File: src/source/rot_pkg.sv
package rot_pkg;

  // default sizes for the kernel path.
  localparam int DEF_R_DEPTH      = 8;   // weight words held.
  localparam int DEF_R_DATA_WIDTH = 16;  // weight and pixel width.
  localparam int DEF_W_DATA_WIDTH = 64;  // four weights per beat.
  localparam int DEF_ACC_WIDTH    = 40;  // accumulator headroom.

  localparam int OUT_WIDTH = 16;  // clamped output word.

  // sampled with the first pixel of a pass.
  typedef enum logic {
    OP_CLEAR = 1'b0,  // start the sum at zero.
    OP_ACCUM = 1'b1   // keep the previous pass's sum.
  } mac_op_e;

  // MAC pass control.
  typedef enum logic {
    ST_IDLE = 1'b0,  // waiting for the first pixel.
    ST_RUN  = 1'b1   // inside a pass.
  } mac_state_e;

  // mac_stage to result_clamp.
  typedef struct packed {
    logic signed [DEF_ACC_WIDTH-1:0] sum;
    logic                            valid;
  } mac_result_t;

  // top level output word.
  typedef struct packed {
    logic signed [OUT_WIDTH-1:0] data;
    logic                        sat;  // set when clipped.
  } out_word_t;

endpackage

File: src/source/weight_loader.sv
module weight_loader #(
  parameter int W_ADDR_WIDTH = 1
)(
  input  logic                    clk,
  input  logic                    rst,
  input  logic                    clken,
  input  logic                    beat_valid,
  input  logic [W_ADDR_WIDTH-1:0] w_addr_max,
  output logic                    w_en,
  output logic [W_ADDR_WIDTH-1:0] w_addr,
  output logic                    loaded
);

  logic last_beat;
  logic [W_ADDR_WIDTH-1:0] w_addr_next;

  // the beat is written at the coming edge.
  assign w_en = beat_valid;

  assign last_beat   = (w_addr == w_addr_max);
  assign w_addr_next = last_beat ? '0 : w_addr + 1'b1;

  // beat counter, wraps after the last beat.
  always_ff @(posedge clk) begin
    if (rst) begin
      w_addr <= '0;
    end else if (clken && beat_valid) begin
      w_addr <= w_addr_next;
    end
  end

  // high after the final beat, low again once a new load starts.
  always_ff @(posedge clk) begin
    if (rst) begin
      loaded <= 1'b0;
    end else if (clken && beat_valid) begin
      loaded <= last_beat;
    end
  end

  a_addr_in_range: assert property (
    @(posedge clk) disable iff (rst)
    w_addr <= w_addr_max
  ) else $error("weight_loader: w_addr %0d past w_addr_max %0d", w_addr, w_addr_max);

endmodule

File: src/source/cyclic_shift_reg.sv
module cyclic_shift_reg #(
  parameter  int R_DEPTH         = rot_pkg::DEF_R_DEPTH,
  parameter  int R_DATA_WIDTH    = rot_pkg::DEF_R_DATA_WIDTH,
  parameter  int W_DATA_WIDTH    = rot_pkg::DEF_W_DATA_WIDTH,
  parameter  bit OVERRIDE_W_ADDR = 1'b0,
  localparam int RATIO           = W_DATA_WIDTH / R_DATA_WIDTH,
  localparam int W_DEPTH         = R_DEPTH * R_DATA_WIDTH / W_DATA_WIDTH,
  localparam int W_ADDR_WIDTH    = (W_DEPTH > 1) ? $clog2(W_DEPTH) : 1,
  localparam int R_ADDR_WIDTH    = (R_DEPTH > 1) ? $clog2(R_DEPTH) : 1
)(
  input  logic                                clk,
  input  logic                                clken,
  input  logic                                rst,
  input  logic                                w_en,
  input  logic                                r_en,
  input  logic [RATIO-1:0][R_DATA_WIDTH-1:0]  s_data,
  output logic [R_DATA_WIDTH-1:0]             m_data,
  input  logic [R_ADDR_WIDTH-1:0]             r_addr_max,
  input  logic [W_ADDR_WIDTH-1:0]             w_addr_max,
  input  logic [W_ADDR_WIDTH-1:0]             w_addr_in
);

  logic [R_DEPTH-1:0][R_DATA_WIDTH-1:0] words;
  logic [R_DEPTH-1:0][R_DATA_WIDTH-1:0] rot_data;
  logic [R_DEPTH-1:0]                   w_sel;
  logic [R_DEPTH-1:0]                   rot_sel;
  logic [W_ADDR_WIDTH-1:0]              w_addr;

  // write address, from the loader or counted here.
  generate
    if (OVERRIDE_W_ADDR) begin : g_addr_ext
      assign w_addr = w_addr_in;
    end else begin : g_addr_count
      logic [W_ADDR_WIDTH-1:0] w_addr_cnt;

      always_ff @(posedge clk) begin
        if (rst) begin
          w_addr_cnt <= '0;
        end else if (clken && w_en) begin
          w_addr_cnt <= (w_addr_cnt == w_addr_max) ? '0 : w_addr_cnt + 1'b1;
        end
      end

      assign w_addr = w_addr_cnt;
    end
  endgenerate

  // per-position write select and rotate source.
  generate
    for (genvar r = 0; r < R_DEPTH; r++) begin : g_word
      assign w_sel[r]   = w_en && (w_addr == W_ADDR_WIDTH'(r / RATIO));
      assign rot_sel[r] = (R_ADDR_WIDTH'(r) <= r_addr_max);  // active region only.
      assign rot_data[r] = (R_ADDR_WIDTH'(r) == r_addr_max) ? words[0]
                                                             : words[(r + 1) % R_DEPTH];
    end
  endgenerate

  // word registers. write wins, otherwise rotate on read.
  always_ff @(posedge clk) begin
    if (rst) begin
      words <= '0;
    end else if (clken) begin
      for (int r = 0; r < R_DEPTH; r++) begin
        if (w_sel[r]) begin
          words[r] <= s_data[r % RATIO];
        end else if (r_en && rot_sel[r]) begin
          words[r] <= rot_data[r];
        end
      end
    end
  end

  // head of the rotation feeds the MAC.
  assign m_data = words[0];

  // loader and MAC must never drive the buffer in the same cycle.
  a_no_write_on_read: assert property (
    @(posedge clk) disable iff (rst)
    !(w_en && r_en)
  ) else $error("cyclic_shift_reg: write and read strobes together");

  a_w_addr_in_range: assert property (
    @(posedge clk) disable iff (rst)
    w_en |-> (w_addr <= w_addr_max)
  ) else $error("cyclic_shift_reg: write to address %0d past %0d", w_addr, w_addr_max);

endmodule

File: src/source/mac_stage.sv
module mac_stage #(
  parameter int R_DATA_WIDTH = rot_pkg::DEF_R_DATA_WIDTH,
  parameter int ACC_WIDTH    = rot_pkg::DEF_ACC_WIDTH,
  parameter int R_ADDR_WIDTH = 3
)(
  input  logic                           clk,
  input  logic                           rst,
  input  logic                           clken,
  input  logic                           x_valid,
  input  logic signed [R_DATA_WIDTH-1:0] x_data,
  input  rot_pkg::mac_op_e               op,
  input  logic [R_ADDR_WIDTH-1:0]        r_addr_max,
  input  logic signed [R_DATA_WIDTH-1:0] m_data,
  output logic                           r_en,
  output rot_pkg::mac_result_t           result
);

  import rot_pkg::*;

  mac_state_e                     state;
  logic [R_ADDR_WIDTH-1:0]        count;
  mac_op_e                        op_q;
  logic                           first_pixel;
  logic                           last_pixel;
  logic signed [2*R_DATA_WIDTH-1:0] prod;
  logic                           prod_vld;
  logic                           prod_first;
  logic                           prod_last;
  logic signed [ACC_WIDTH-1:0]    acc;
  logic signed [ACC_WIDTH-1:0]    acc_base;
  logic                           sum_vld;

  // every pixel pulls the next weight.
  assign r_en = x_valid;

  assign first_pixel = (state == ST_IDLE);
  assign last_pixel  = (count == r_addr_max);

  // pass control.
  always_ff @(posedge clk) begin
    if (rst) begin
      state <= ST_IDLE;
      count <= '0;
      op_q  <= OP_CLEAR;
    end else if (clken && x_valid) begin
      if (first_pixel) begin
        op_q <= op;
      end
      if (last_pixel) begin
        count <= '0;
        state <= ST_IDLE;
      end else begin
        count <= count + 1'b1;
        state <= ST_RUN;
      end
    end
  end

  // stage 1, multiply.
  always_ff @(posedge clk) begin
    if (rst) begin
      prod_vld   <= 1'b0;
      prod_first <= 1'b0;
      prod_last  <= 1'b0;
    end else if (clken) begin
      prod_vld   <= x_valid;
      prod_first <= x_valid && first_pixel;
      prod_last  <= x_valid && last_pixel;
    end
  end

  always_ff @(posedge clk) begin
    if (clken && x_valid) begin
      prod <= m_data * x_data;
    end
  end

  // a cleared pass starts from zero.
  assign acc_base = (prod_first && (op_q == OP_CLEAR)) ? '0 : acc;

  // stage 2, accumulate.
  always_ff @(posedge clk) begin
    if (rst) begin
      acc     <= '0;
      sum_vld <= 1'b0;
    end else if (clken) begin
      sum_vld <= prod_vld && prod_last;
      if (prod_vld) begin
        acc <= acc_base + ACC_WIDTH'(prod);
      end
    end
  end

  assign result.sum   = acc;
  assign result.valid = sum_vld;

  a_count_in_range: assert property (
    @(posedge clk) disable iff (rst)
    count <= r_addr_max
  ) else $error("mac_stage: pixel count %0d past r_addr_max %0d", count, r_addr_max);

endmodule

File: src/source/result_clamp.sv
module result_clamp #(
  parameter  int ACC_WIDTH   = rot_pkg::DEF_ACC_WIDTH,
  localparam int SHIFT_WIDTH = $clog2(ACC_WIDTH)
)(
  input  logic                   clk,
  input  logic                   rst,
  input  logic                   clken,
  input  rot_pkg::mac_result_t   result,
  input  logic [SHIFT_WIDTH-1:0] shift,
  output rot_pkg::out_word_t     out,
  output logic                   out_valid
);

  import rot_pkg::*;

  // signed limits of the output word, at accumulator width.
  localparam logic signed [ACC_WIDTH-1:0] SAT_HI = ACC_WIDTH'((2 ** (OUT_WIDTH - 1)) - 1);
  localparam logic signed [ACC_WIDTH-1:0] SAT_LO = ACC_WIDTH'(-(2 ** (OUT_WIDTH - 1)));

  logic signed [ACC_WIDTH-1:0] shifted;
  out_word_t                   out_next;

  assign shifted = $signed(result.sum) >>> shift;  // keeps the sign.

  always_comb begin
    out_next.sat = 1'b1;
    if (shifted > SAT_HI) begin
      out_next.data = SAT_HI[OUT_WIDTH-1:0];
    end else if (shifted < SAT_LO) begin
      out_next.data = SAT_LO[OUT_WIDTH-1:0];
    end else begin
      out_next.data = shifted[OUT_WIDTH-1:0];
      out_next.sat  = 1'b0;
    end
  end

  always_ff @(posedge clk) begin
    if (rst) begin
      out_valid <= 1'b0;
    end else if (clken) begin
      out_valid <= result.valid;  // one enabled cycle.
    end
  end

  // word holds until the next result.
  always_ff @(posedge clk) begin
    if (clken && result.valid) begin
      out <= out_next;
    end
  end

endmodule

File: src/source/kernel_rotator_top.sv
module kernel_rotator_top #(
  parameter  int R_DEPTH      = rot_pkg::DEF_R_DEPTH,
  parameter  int R_DATA_WIDTH = rot_pkg::DEF_R_DATA_WIDTH,
  parameter  int W_DATA_WIDTH = rot_pkg::DEF_W_DATA_WIDTH,
  parameter  int ACC_WIDTH    = rot_pkg::DEF_ACC_WIDTH,
  localparam int W_DEPTH      = R_DEPTH * R_DATA_WIDTH / W_DATA_WIDTH,
  localparam int W_ADDR_WIDTH = (W_DEPTH > 1) ? $clog2(W_DEPTH) : 1,
  localparam int R_ADDR_WIDTH = (R_DEPTH > 1) ? $clog2(R_DEPTH) : 1,
  localparam int SHIFT_WIDTH  = $clog2(ACC_WIDTH)
)(
  input  logic                           clk,
  input  logic                           rst,
  input  logic                           clken,
  input  logic [W_DATA_WIDTH-1:0]        beat,
  input  logic                           beat_valid,
  input  logic [W_ADDR_WIDTH-1:0]        w_addr_max,
  input  logic [R_ADDR_WIDTH-1:0]        r_addr_max,
  input  logic signed [R_DATA_WIDTH-1:0] x_data,
  input  logic                           x_valid,
  input  rot_pkg::mac_op_e               op,
  input  logic [SHIFT_WIDTH-1:0]         shift,
  output logic                           loaded,
  output rot_pkg::out_word_t             out,
  output logic                           out_valid
);

  import rot_pkg::*;

  logic                    w_en;
  logic [W_ADDR_WIDTH-1:0] w_addr;
  logic                    r_en;
  logic [R_DATA_WIDTH-1:0] m_data;
  mac_result_t             mac_result;

  weight_loader #(
    .W_ADDR_WIDTH (W_ADDR_WIDTH)
  ) loader_i (
    .clk        (clk),
    .rst        (rst),
    .clken      (clken),
    .beat_valid (beat_valid),
    .w_addr_max (w_addr_max),
    .w_en       (w_en),
    .w_addr     (w_addr),
    .loaded     (loaded)
  );

  // loader owns the write address.
  cyclic_shift_reg #(
    .R_DEPTH         (R_DEPTH),
    .R_DATA_WIDTH    (R_DATA_WIDTH),
    .W_DATA_WIDTH    (W_DATA_WIDTH),
    .OVERRIDE_W_ADDR (1'b1)
  ) buffer_i (
    .clk        (clk),
    .clken      (clken),
    .rst        (rst),
    .w_en       (w_en),
    .r_en       (r_en),
    .s_data     (beat),
    .m_data     (m_data),
    .r_addr_max (r_addr_max),
    .w_addr_max (w_addr_max),
    .w_addr_in  (w_addr)
  );

  mac_stage #(
    .R_DATA_WIDTH (R_DATA_WIDTH),
    .ACC_WIDTH    (ACC_WIDTH),
    .R_ADDR_WIDTH (R_ADDR_WIDTH)
  ) mac_i (
    .clk        (clk),
    .rst        (rst),
    .clken      (clken),
    .x_valid    (x_valid),
    .x_data     (x_data),
    .op         (op),
    .r_addr_max (r_addr_max),
    .m_data     (m_data),
    .r_en       (r_en),
    .result     (mac_result)
  );

  result_clamp #(
    .ACC_WIDTH (ACC_WIDTH)
  ) clamp_i (
    .clk       (clk),
    .rst       (rst),
    .clken     (clken),
    .result    (mac_result),
    .shift     (shift),
    .out       (out),
    .out_valid (out_valid)
  );

endmodule

File: config.mk
export PLATFORM = sky130hd
export DESIGN_NAME = kernel_rotator_top
export DESIGN_NICKNAME = d
export VERILOG_FILES = /design/src/source/rot_pkg.sv /design/src/source/weight_loader.sv /design/src/source/cyclic_shift_reg.sv /design/src/source/mac_stage.sv /design/src/source/result_clamp.sv /design/src/source/kernel_rotator_top.sv
export SDC_FILE = /design/constraint.sdc
export NUM_CORES = 1
export LEC_CHECK = 0
export BUFFER_PORTS_ARGS = -buffer_cell sky130_fd_sc_hd__buf_2
export CAP_MARGIN = 0
export CORE_MARGIN = 5
export CORE_UTILIZATION = 30
export CTS_CLUSTER_DIAMETER = 30
export CTS_CLUSTER_SIZE = 8
export DETAILED_ROUTE_END_ITERATION = 7
export PLACE_DENSITY = 0.44
export SLEW_MARGIN = 5
export SYNTH_ARGS = -nofsm -noshare
export SYNTH_HDL_FRONTEND = slang
export SYNTH_HIERARCHICAL = 1
export SYNTH_SLANG_ARGS = --single-unit
File: constraint.sdc
create_clock -name clk -period 16.93 [get_ports clk]
set_input_delay 1.693 -clock clk [delete_from_list [all_inputs] [get_ports clk]]
set_output_delay 1.693 -clock clk [all_outputs]
set_load 0.005 [all_outputs]
==> flow_summary.ini, run 1 <==
[outcome]
status = complete, no violations

[global_route]
grt_pass1_wl_mm = 125.0
grt_pass1_vias = 22120
grtUsageTotal_pct = 16.85
grt_max_degree = 88
grt-ovfl-total = 0
antenna_found_initial = 2

[finish]
drive_above_1_share_pct = 12.10
areaGrowthSynthToFinish_pct = 14.31
post-route-util_pct = 34.51
fin_nets = 3441
design_area_sq_um = 29340

[die]
die_h_microns = 302.5
die_w_microns = 302.5
boundaryPins = 115
die_area_sq_um = 91510
num_rows = 107
coreArea_sq_um = 85010
initial_core_util_pct = 30.19

[setup_path]
cp-startpoint = x_data[1]
reg2reg_from = buffer_i/m_data[8]
cp-start-kind = input port
rrSetupSlack_ns = 9.91
path_buf_inv = 4
worst_ep_arrival_time_ns = 7.67
path_cells = buf_2 > nand2_1 > inv_1 > fa_1 > fa_1 > fa_1 > fa_1 > fa_1 > inv_1 > fa_1 > inv_1 > ha_1 > nand2_1 > o21ai_0 > o21a_1 > nor2_1 > a211o_1 > a31oi_1 > a41oi_1 > nor2b_1 > xnor2_1
crit_top_cell = fa_1
crit_required_ns = 17.25
crit_type = input port to flop
slowest_stage = fa_1
crit_path_end_kind = flop
crit_family = adder cells
max_stage_delay_ns = 0.81
crit_fanout = 16

[sta]
max_freq_mhz = 136.1
setup_tns_ns = 0
maxSlewHeadroom_pct = 22.05
tightest_slew_ns = 1.168
setup-violations-final = 0
drv_slew = 0
timing.final.crit_share_pct = 43.39
clock_skew_ns = 0.01930
final-hold-violation-count = 0
rsz0062_at_grt = false
period_minus_slack_ns = 7.346
fin_ws_ns = 9.584

[synth]
synth_area_leaders = fa_1, dfxtp_1, nand2_1
syn_nets = 3430
synth_most_common_cell = nand2_1
synthXorXnorAreaFrac_pct = 1.979
synth_fa_ha_area_share_pct = 26.51
muxShareOfSynthArea_pct = 8.584
ys_types = 87
syn_inst = 2948
synth_top_family_by_area = adder cells
synth_flop_cell = dfxtp_1
yosys.area.top_type_share_pct = 20.51
synth_edf_count = 49
synth_commonest_cells = nand2_1, inv_1, fa_1, a21oi_1, dfxtp_1
async_flop_share_pct = 0
seq_area_frac_synth_pct = 19.77
ys_ff_latch = 229
synth-simple-area-share_pct = 17.37
synth_top_area_cell = fa_1
syn_area_sq_um = 25670
synth-compound-area-share_pct = 16.98
syn_avg_cell_area_sq_um = 8.707
ys_warn_count = 6

[detailed_routing]
wire_per_inst_microns = 18.72
first_iter_violations = 1360
via_per_inst = 5.093
ant_nets = 0
routed_wl_mm = 77.91
route.detailed.drc = 0
first_pass_iters = 5
vias = 21190

[place]
dpl.hpwl_mm = 59.96
place_area_sq_um = 26950
gp_congestion = 0.8812
port_buffers = 114
pre_cts_slack_ns = 8.956

[clock_tree]
clock-sinks = 229
cts_setup_buffers = 0
cts_buffer_depth = 3
cts_root_buffer = clkbuf_16
cts.hold.buffers_added = 0
htree_levels = 3
numCtsBuffers = 69
post_cts_resized = 0
worst_skew_pair.late_latency_ns = 0.58
cts_tree = built
clk_pin_slew_ns = 0.04

[min_path]
min-delay-start = buffer_i/words[28]
hp-class = flop to flop

[power]
p_per_area_nw_per_um2 = 137.6
finalPower_w = 0.004037
max-vdd-ir-drop_v = 0.00008031
cellLeakagePower_nw = 12.95

[flow_run]
drv_cap = 0
## power breakdown
group / switching [W] / internal [W] / total [W]
combinational: 0.00115 / 0.000844 / 0.00199
sequential: 0.0000490 / 0.000693 / 0.000742
clock: 0.000388 / 0.000916 / 0.00130
## path summary, 6_finish.rpt
path | endpoint | cells after the start
max reg2reg | mac_i/prod[29] | 20
min reg2reg | buffer_i/words[28] | 1
max | mac_i/prod[29] | 21
min | buffer_i/words[28] | 1
## routing by layer
| metal | vias up | share of wire (%) | GRT usage, % | wire length [microns] |
|---|---|---|---|---|
| li1 | 10060 | - | - | - |
| met4 | 2 | 1.9 | 3.989 | 1498 |
| met3 | 119 | 3.7 | 2.404 | 2859 |
| met2 | 467 | 46 | 27.37 | 35880 |
| met5 | - | 0.017 | 0 | 13 |
| met1 | 10540 | 48 | 23.88 | 37660 |
## final cells by class
| class | instances | area, sq um |
|---|---|---|
| diodes | 1 | 2.502 |
| clock buffers | 95 | 2006 |
| clock inverters | 33 | 380.4 |
| fillers | 8681 | 55670 |
| inverters | 333 | 1250 |
| multi-input cells | 2177 | 18360 |
| flip-flops and latches | 229 | 5075 |
| well taps | 1144 | 1431 |
| repair buffers | 149 | 835.8 |
## registers in the layout, summed over array words and instances (netlist names)
register and cells:
buffer_i/words 112, mac_i/acc 40, mac_i/prod 32, clamp_i/out 17
buffer_i/m_data 16, mac_i/count 3, clamp_i/out_valid 1, loader_i/loaded 1
loader_i/w_addr 1, mac_i/op_q 1, mac_i/prod_first 1, mac_i/prod_last 1
mac_i/prod_vld 1, mac_i/state 1, mac_i/sum_vld 1
## metrics by stage
stage          hold WS, ns  cells
3_3_place_gp        0.4351   4032
3_5_place_dp        0.4390   4032
4_1_cts             0.4477   4160
5_1_grt             0.4600   4160
2_1_floorplan       0.4263   2948
6_report            0.4469   4161
## layout by cell type, fill, tap and decap left out, drive strengths merged, types with 38 or more instances in the layout
cell type / count
a22o: 64
o21ai: 73
nand3: 67
mux4: 63
o21a: 38
and2: 170
nand2: 426
ha: 123
a31oi: 46
a21oi: 186
nor2: 175
mux2i: 66
buf: 149
inv: 337
clkbuf: 95
a21o: 64
fa: 263
dfxtp: 180
edfxtp: 49
## cell families (layout without fill, tap and decap cells)
logic type / Yosys count / count (layout)
other cells: 0 / 1
xor+xnor: 58 / 58
flops: 229 / 229
simple gates: 960 / 960
buf+inv: 542 / 610
fa+ha+maj: 386 / 386
mux: 140 / 140
compound gates: 633 / 633
Power figures use the tool's default switching activity.
==> run 2: changes to the inputs <==
Settings changed: PLACE_DENSITY 0.44 to 0.45.
Clock period 16.93 ns to 6.1 ns, I/O delays scaled along.
==> run 2 against run 1 <==
Global-route usage rose by 0.24 points. Cell count rose by 2.7%. Count of clock-buffer cells in the layout fell by 6. Critical path type is now flop to flop. Critical endpoint unchanged.
==> flow_summary.ini, run 2 (same netlist as run 1, synthesis figures left out) <==
[clock_tree]
cts_tree = built
numCtsBuffers = 68
cts_buffer_depth = 3
clock-sinks = 229
htree_levels = 3
clk_pin_slew_ns = 0.04
cts_root_buffer = clkbuf_16
worst_skew_pair.late_latency_ns = 0.57

[die]
boundaryPins = 115
die_h_microns = 302.5
initial_core_util_pct = 30.19
die_area_sq_um = 91510
num_rows = 107
die_w_microns = 302.5
coreArea_sq_um = 85010

[setup_path]
timing.rr.end = mac_i/prod[29]
crit_family = adder cells
worst_ep_arrival_time_ns = 6.25
crit_top_cell = fa_1
crit_type = flop to flop
crit_end = mac_i/prod[29]
cp-start-kind = flop
worstRegToRegCells = 19
path_cells = buf_4 > and2_1 > fa_2 > buf_4 > buf_4 > fa_2 > fa_1 > fa_1 > fa_1 > inv_1 > fa_1 > inv_1 > ha_1 > nand3_2 > a211o_1 > a31oi_4 > a41oi_2 > nor2b_2 > xnor2_1
path_buf_inv = 5
max_stage_delay_ns = 0.62
slowest_stage = fa_2
crit_required_ns = 6.42
reg2reg_from = buffer_i/m_data[15]
crit_path_end_kind = flop
cp.depth = 19
cp-startpoint = buffer_i/m_data[15]
crit_fanout = 5
rrSetupSlack_ns = 0.16

[power]
switching_power_w = 0.004726
p_int_w = 0.007542
pwr-share-clk_pct = 28.6
power_frac_seq_pct = 16.9
p_per_area_nw_per_um2 = 403.0
max-vdd-ir-drop_v = 0.0003152
p_comb_share_pct = 54.5
cellLeakagePower_nw = 13.51
switching_share_pct = 38.52

[sta]
period_minus_slack_ns = 5.935
setup_tns_ns = 0
final-hold-violation-count = 0
clock_skew_ns = 0.02252
setup-violations-final = 0
rsz0062_at_grt = true
timing.final.crit_share_pct = 97.30
max_freq_mhz = 168.5
tightest_slew_ns = 1.240
drv_slew = 0
maxSlewHeadroom_pct = 17.33

[place]
port_buffers = 114
gp_congestion = 0.8863
dpl.hpwl_mm = 61.48

[min_path]
hp-class = input port to flop

[detailed_routing]
first_iter_violations = 1148
wire_per_inst_microns = 18.44
first_pass_iters = 5
vias = 21650
route.detailed.drc = 0
ant_nets = 0
via_per_inst = 5.064
routed_wl_mm = 78.82

[global_route]
grt_max_degree = 89
grt-ovfl-total = 0
grt_pass1_wl_mm = 126.9
antenna_found_initial = 1
grt_pass1_vias = 22710
grtUsageTotal_pct = 17.09

[outcome]
status = complete, no violations

[finish]
drive_above_1_share_pct = 16.71
areaGrowthSynthToFinish_pct = 18.59
fin_nets = 3558
top_regs = buffer_i/words x112, mac_i/acc x40, mac_i/prod x32
final_cell_mix = nand2_1, inv_1, fa_1, a21oi_1, nor2_1
layout_commonest_cell = nand2_1
post-route-util_pct = 35.80
regMostFlops = buffer_i/words
largest_reg_flops = 112

[flow_run]
drv_cap = 0
[run 2: cell count changes in the layout (fill, tap and decap cells not counted), sizes merged]
cell      previous run  this run
clkbuf              95        89
clkinv              22        19
buf                149       267
inv                337       336
clkinvlp             1         7
[run 2: how the worst min path moves through the flow]
stage	start	to	cells after the start
final	op	mac_i/op_q	3
after global routing	op	mac_i/op_q	3
after CTS	op	mac_i/op_q	3
after detailed placement	buffer_i/words[21]	buffer_i/words[21]	1
after global placement	buffer_i/words[20]	buffer_i/words[20]	1
after floorplan	buffer_i/words[31]	buffer_i/words[31]	1
[run 2: final cells by class]
class / instances / area, sq um
clock buffer: 89 / 1921
sequential: 229 / 5114
fill: 8777 / 54570
timing repair buffer: 267 / 1804
inverter: 333 / 1250
clock inverter: 35 / 386.6
multi-input combinational: 2177 / 18530
tap: 1144 / 1431
antenna: 1 / 2.502
[run 2: per-stage QoR]
stage               instance area (sq um)  total power, W  setup WS (ns)  cells  hold WS (ns)
floorplan                           25730        0.006429       0.006163   2948        0.4263
global placement                    27880        0.008442        -0.3281   4141        0.4339
detailed placement                  27880        0.008484        -0.3682   4141        0.4392
CTS                                 30210         0.01210       0.009284   4266        0.2558
global route                        30440         0.01340       -0.05718   4274        0.2884
finish                              30440         0.01227         0.1649   4275        0.2920
[run 2: timing repair]
| item | 4_1_cts | 5_1_grt |
|---|---|---|
| pin swaps | 3 | 36 |
| endpoints found under the setup margin | 3 | 8 |
| hold buffers | 0 | 0 |
| buffers inserted | 1 | 8 |
| hold endpoints to repair | 0 | 0 |
| resized for setup | 10 | 40 |
[run 2: metal layers]
layer  GRT usage (%)  part of all wire (%)  vias up
li1                -                     -    10270
met1           24.12                    47    10760
met4           4.537                   2.2        0
met3           2.726                   4.3      100
met5               0                     0        -
met2           27.42                    46      517
[run 2: worst reg2reg max path, stage by stage (launching register included)]
cell,delay [ns]
dfxtp_4,0.39
buf_4,0.17
and2_1,0.17
fa_2,0.47
buf_4,0.17
buf_4,0.13
fa_2,0.62
fa_1,0.45
fa_1,0.53
fa_1,0.50
inv_1,0.05
fa_1,0.54
inv_1,0.04
ha_1,0.34
nand3_2,0.11
a211o_1,0.29
a31oi_4,0.22
a41oi_2,0.16
nor2b_2,0.19
xnor2_1,0.12
[run 2: power groups by stage]
stage	clock, W	combinational, W	sequential [W]
final	0.00351	0.00669	0.00207
after floorplan	0	0.00442	0.00201
after detailed placement	0	0.00639	0.00209
after CTS	0.00357	0.00645	0.00207
after global placement	0	0.00635	0.00209
after global routing	0.00367	0.00764	0.00209
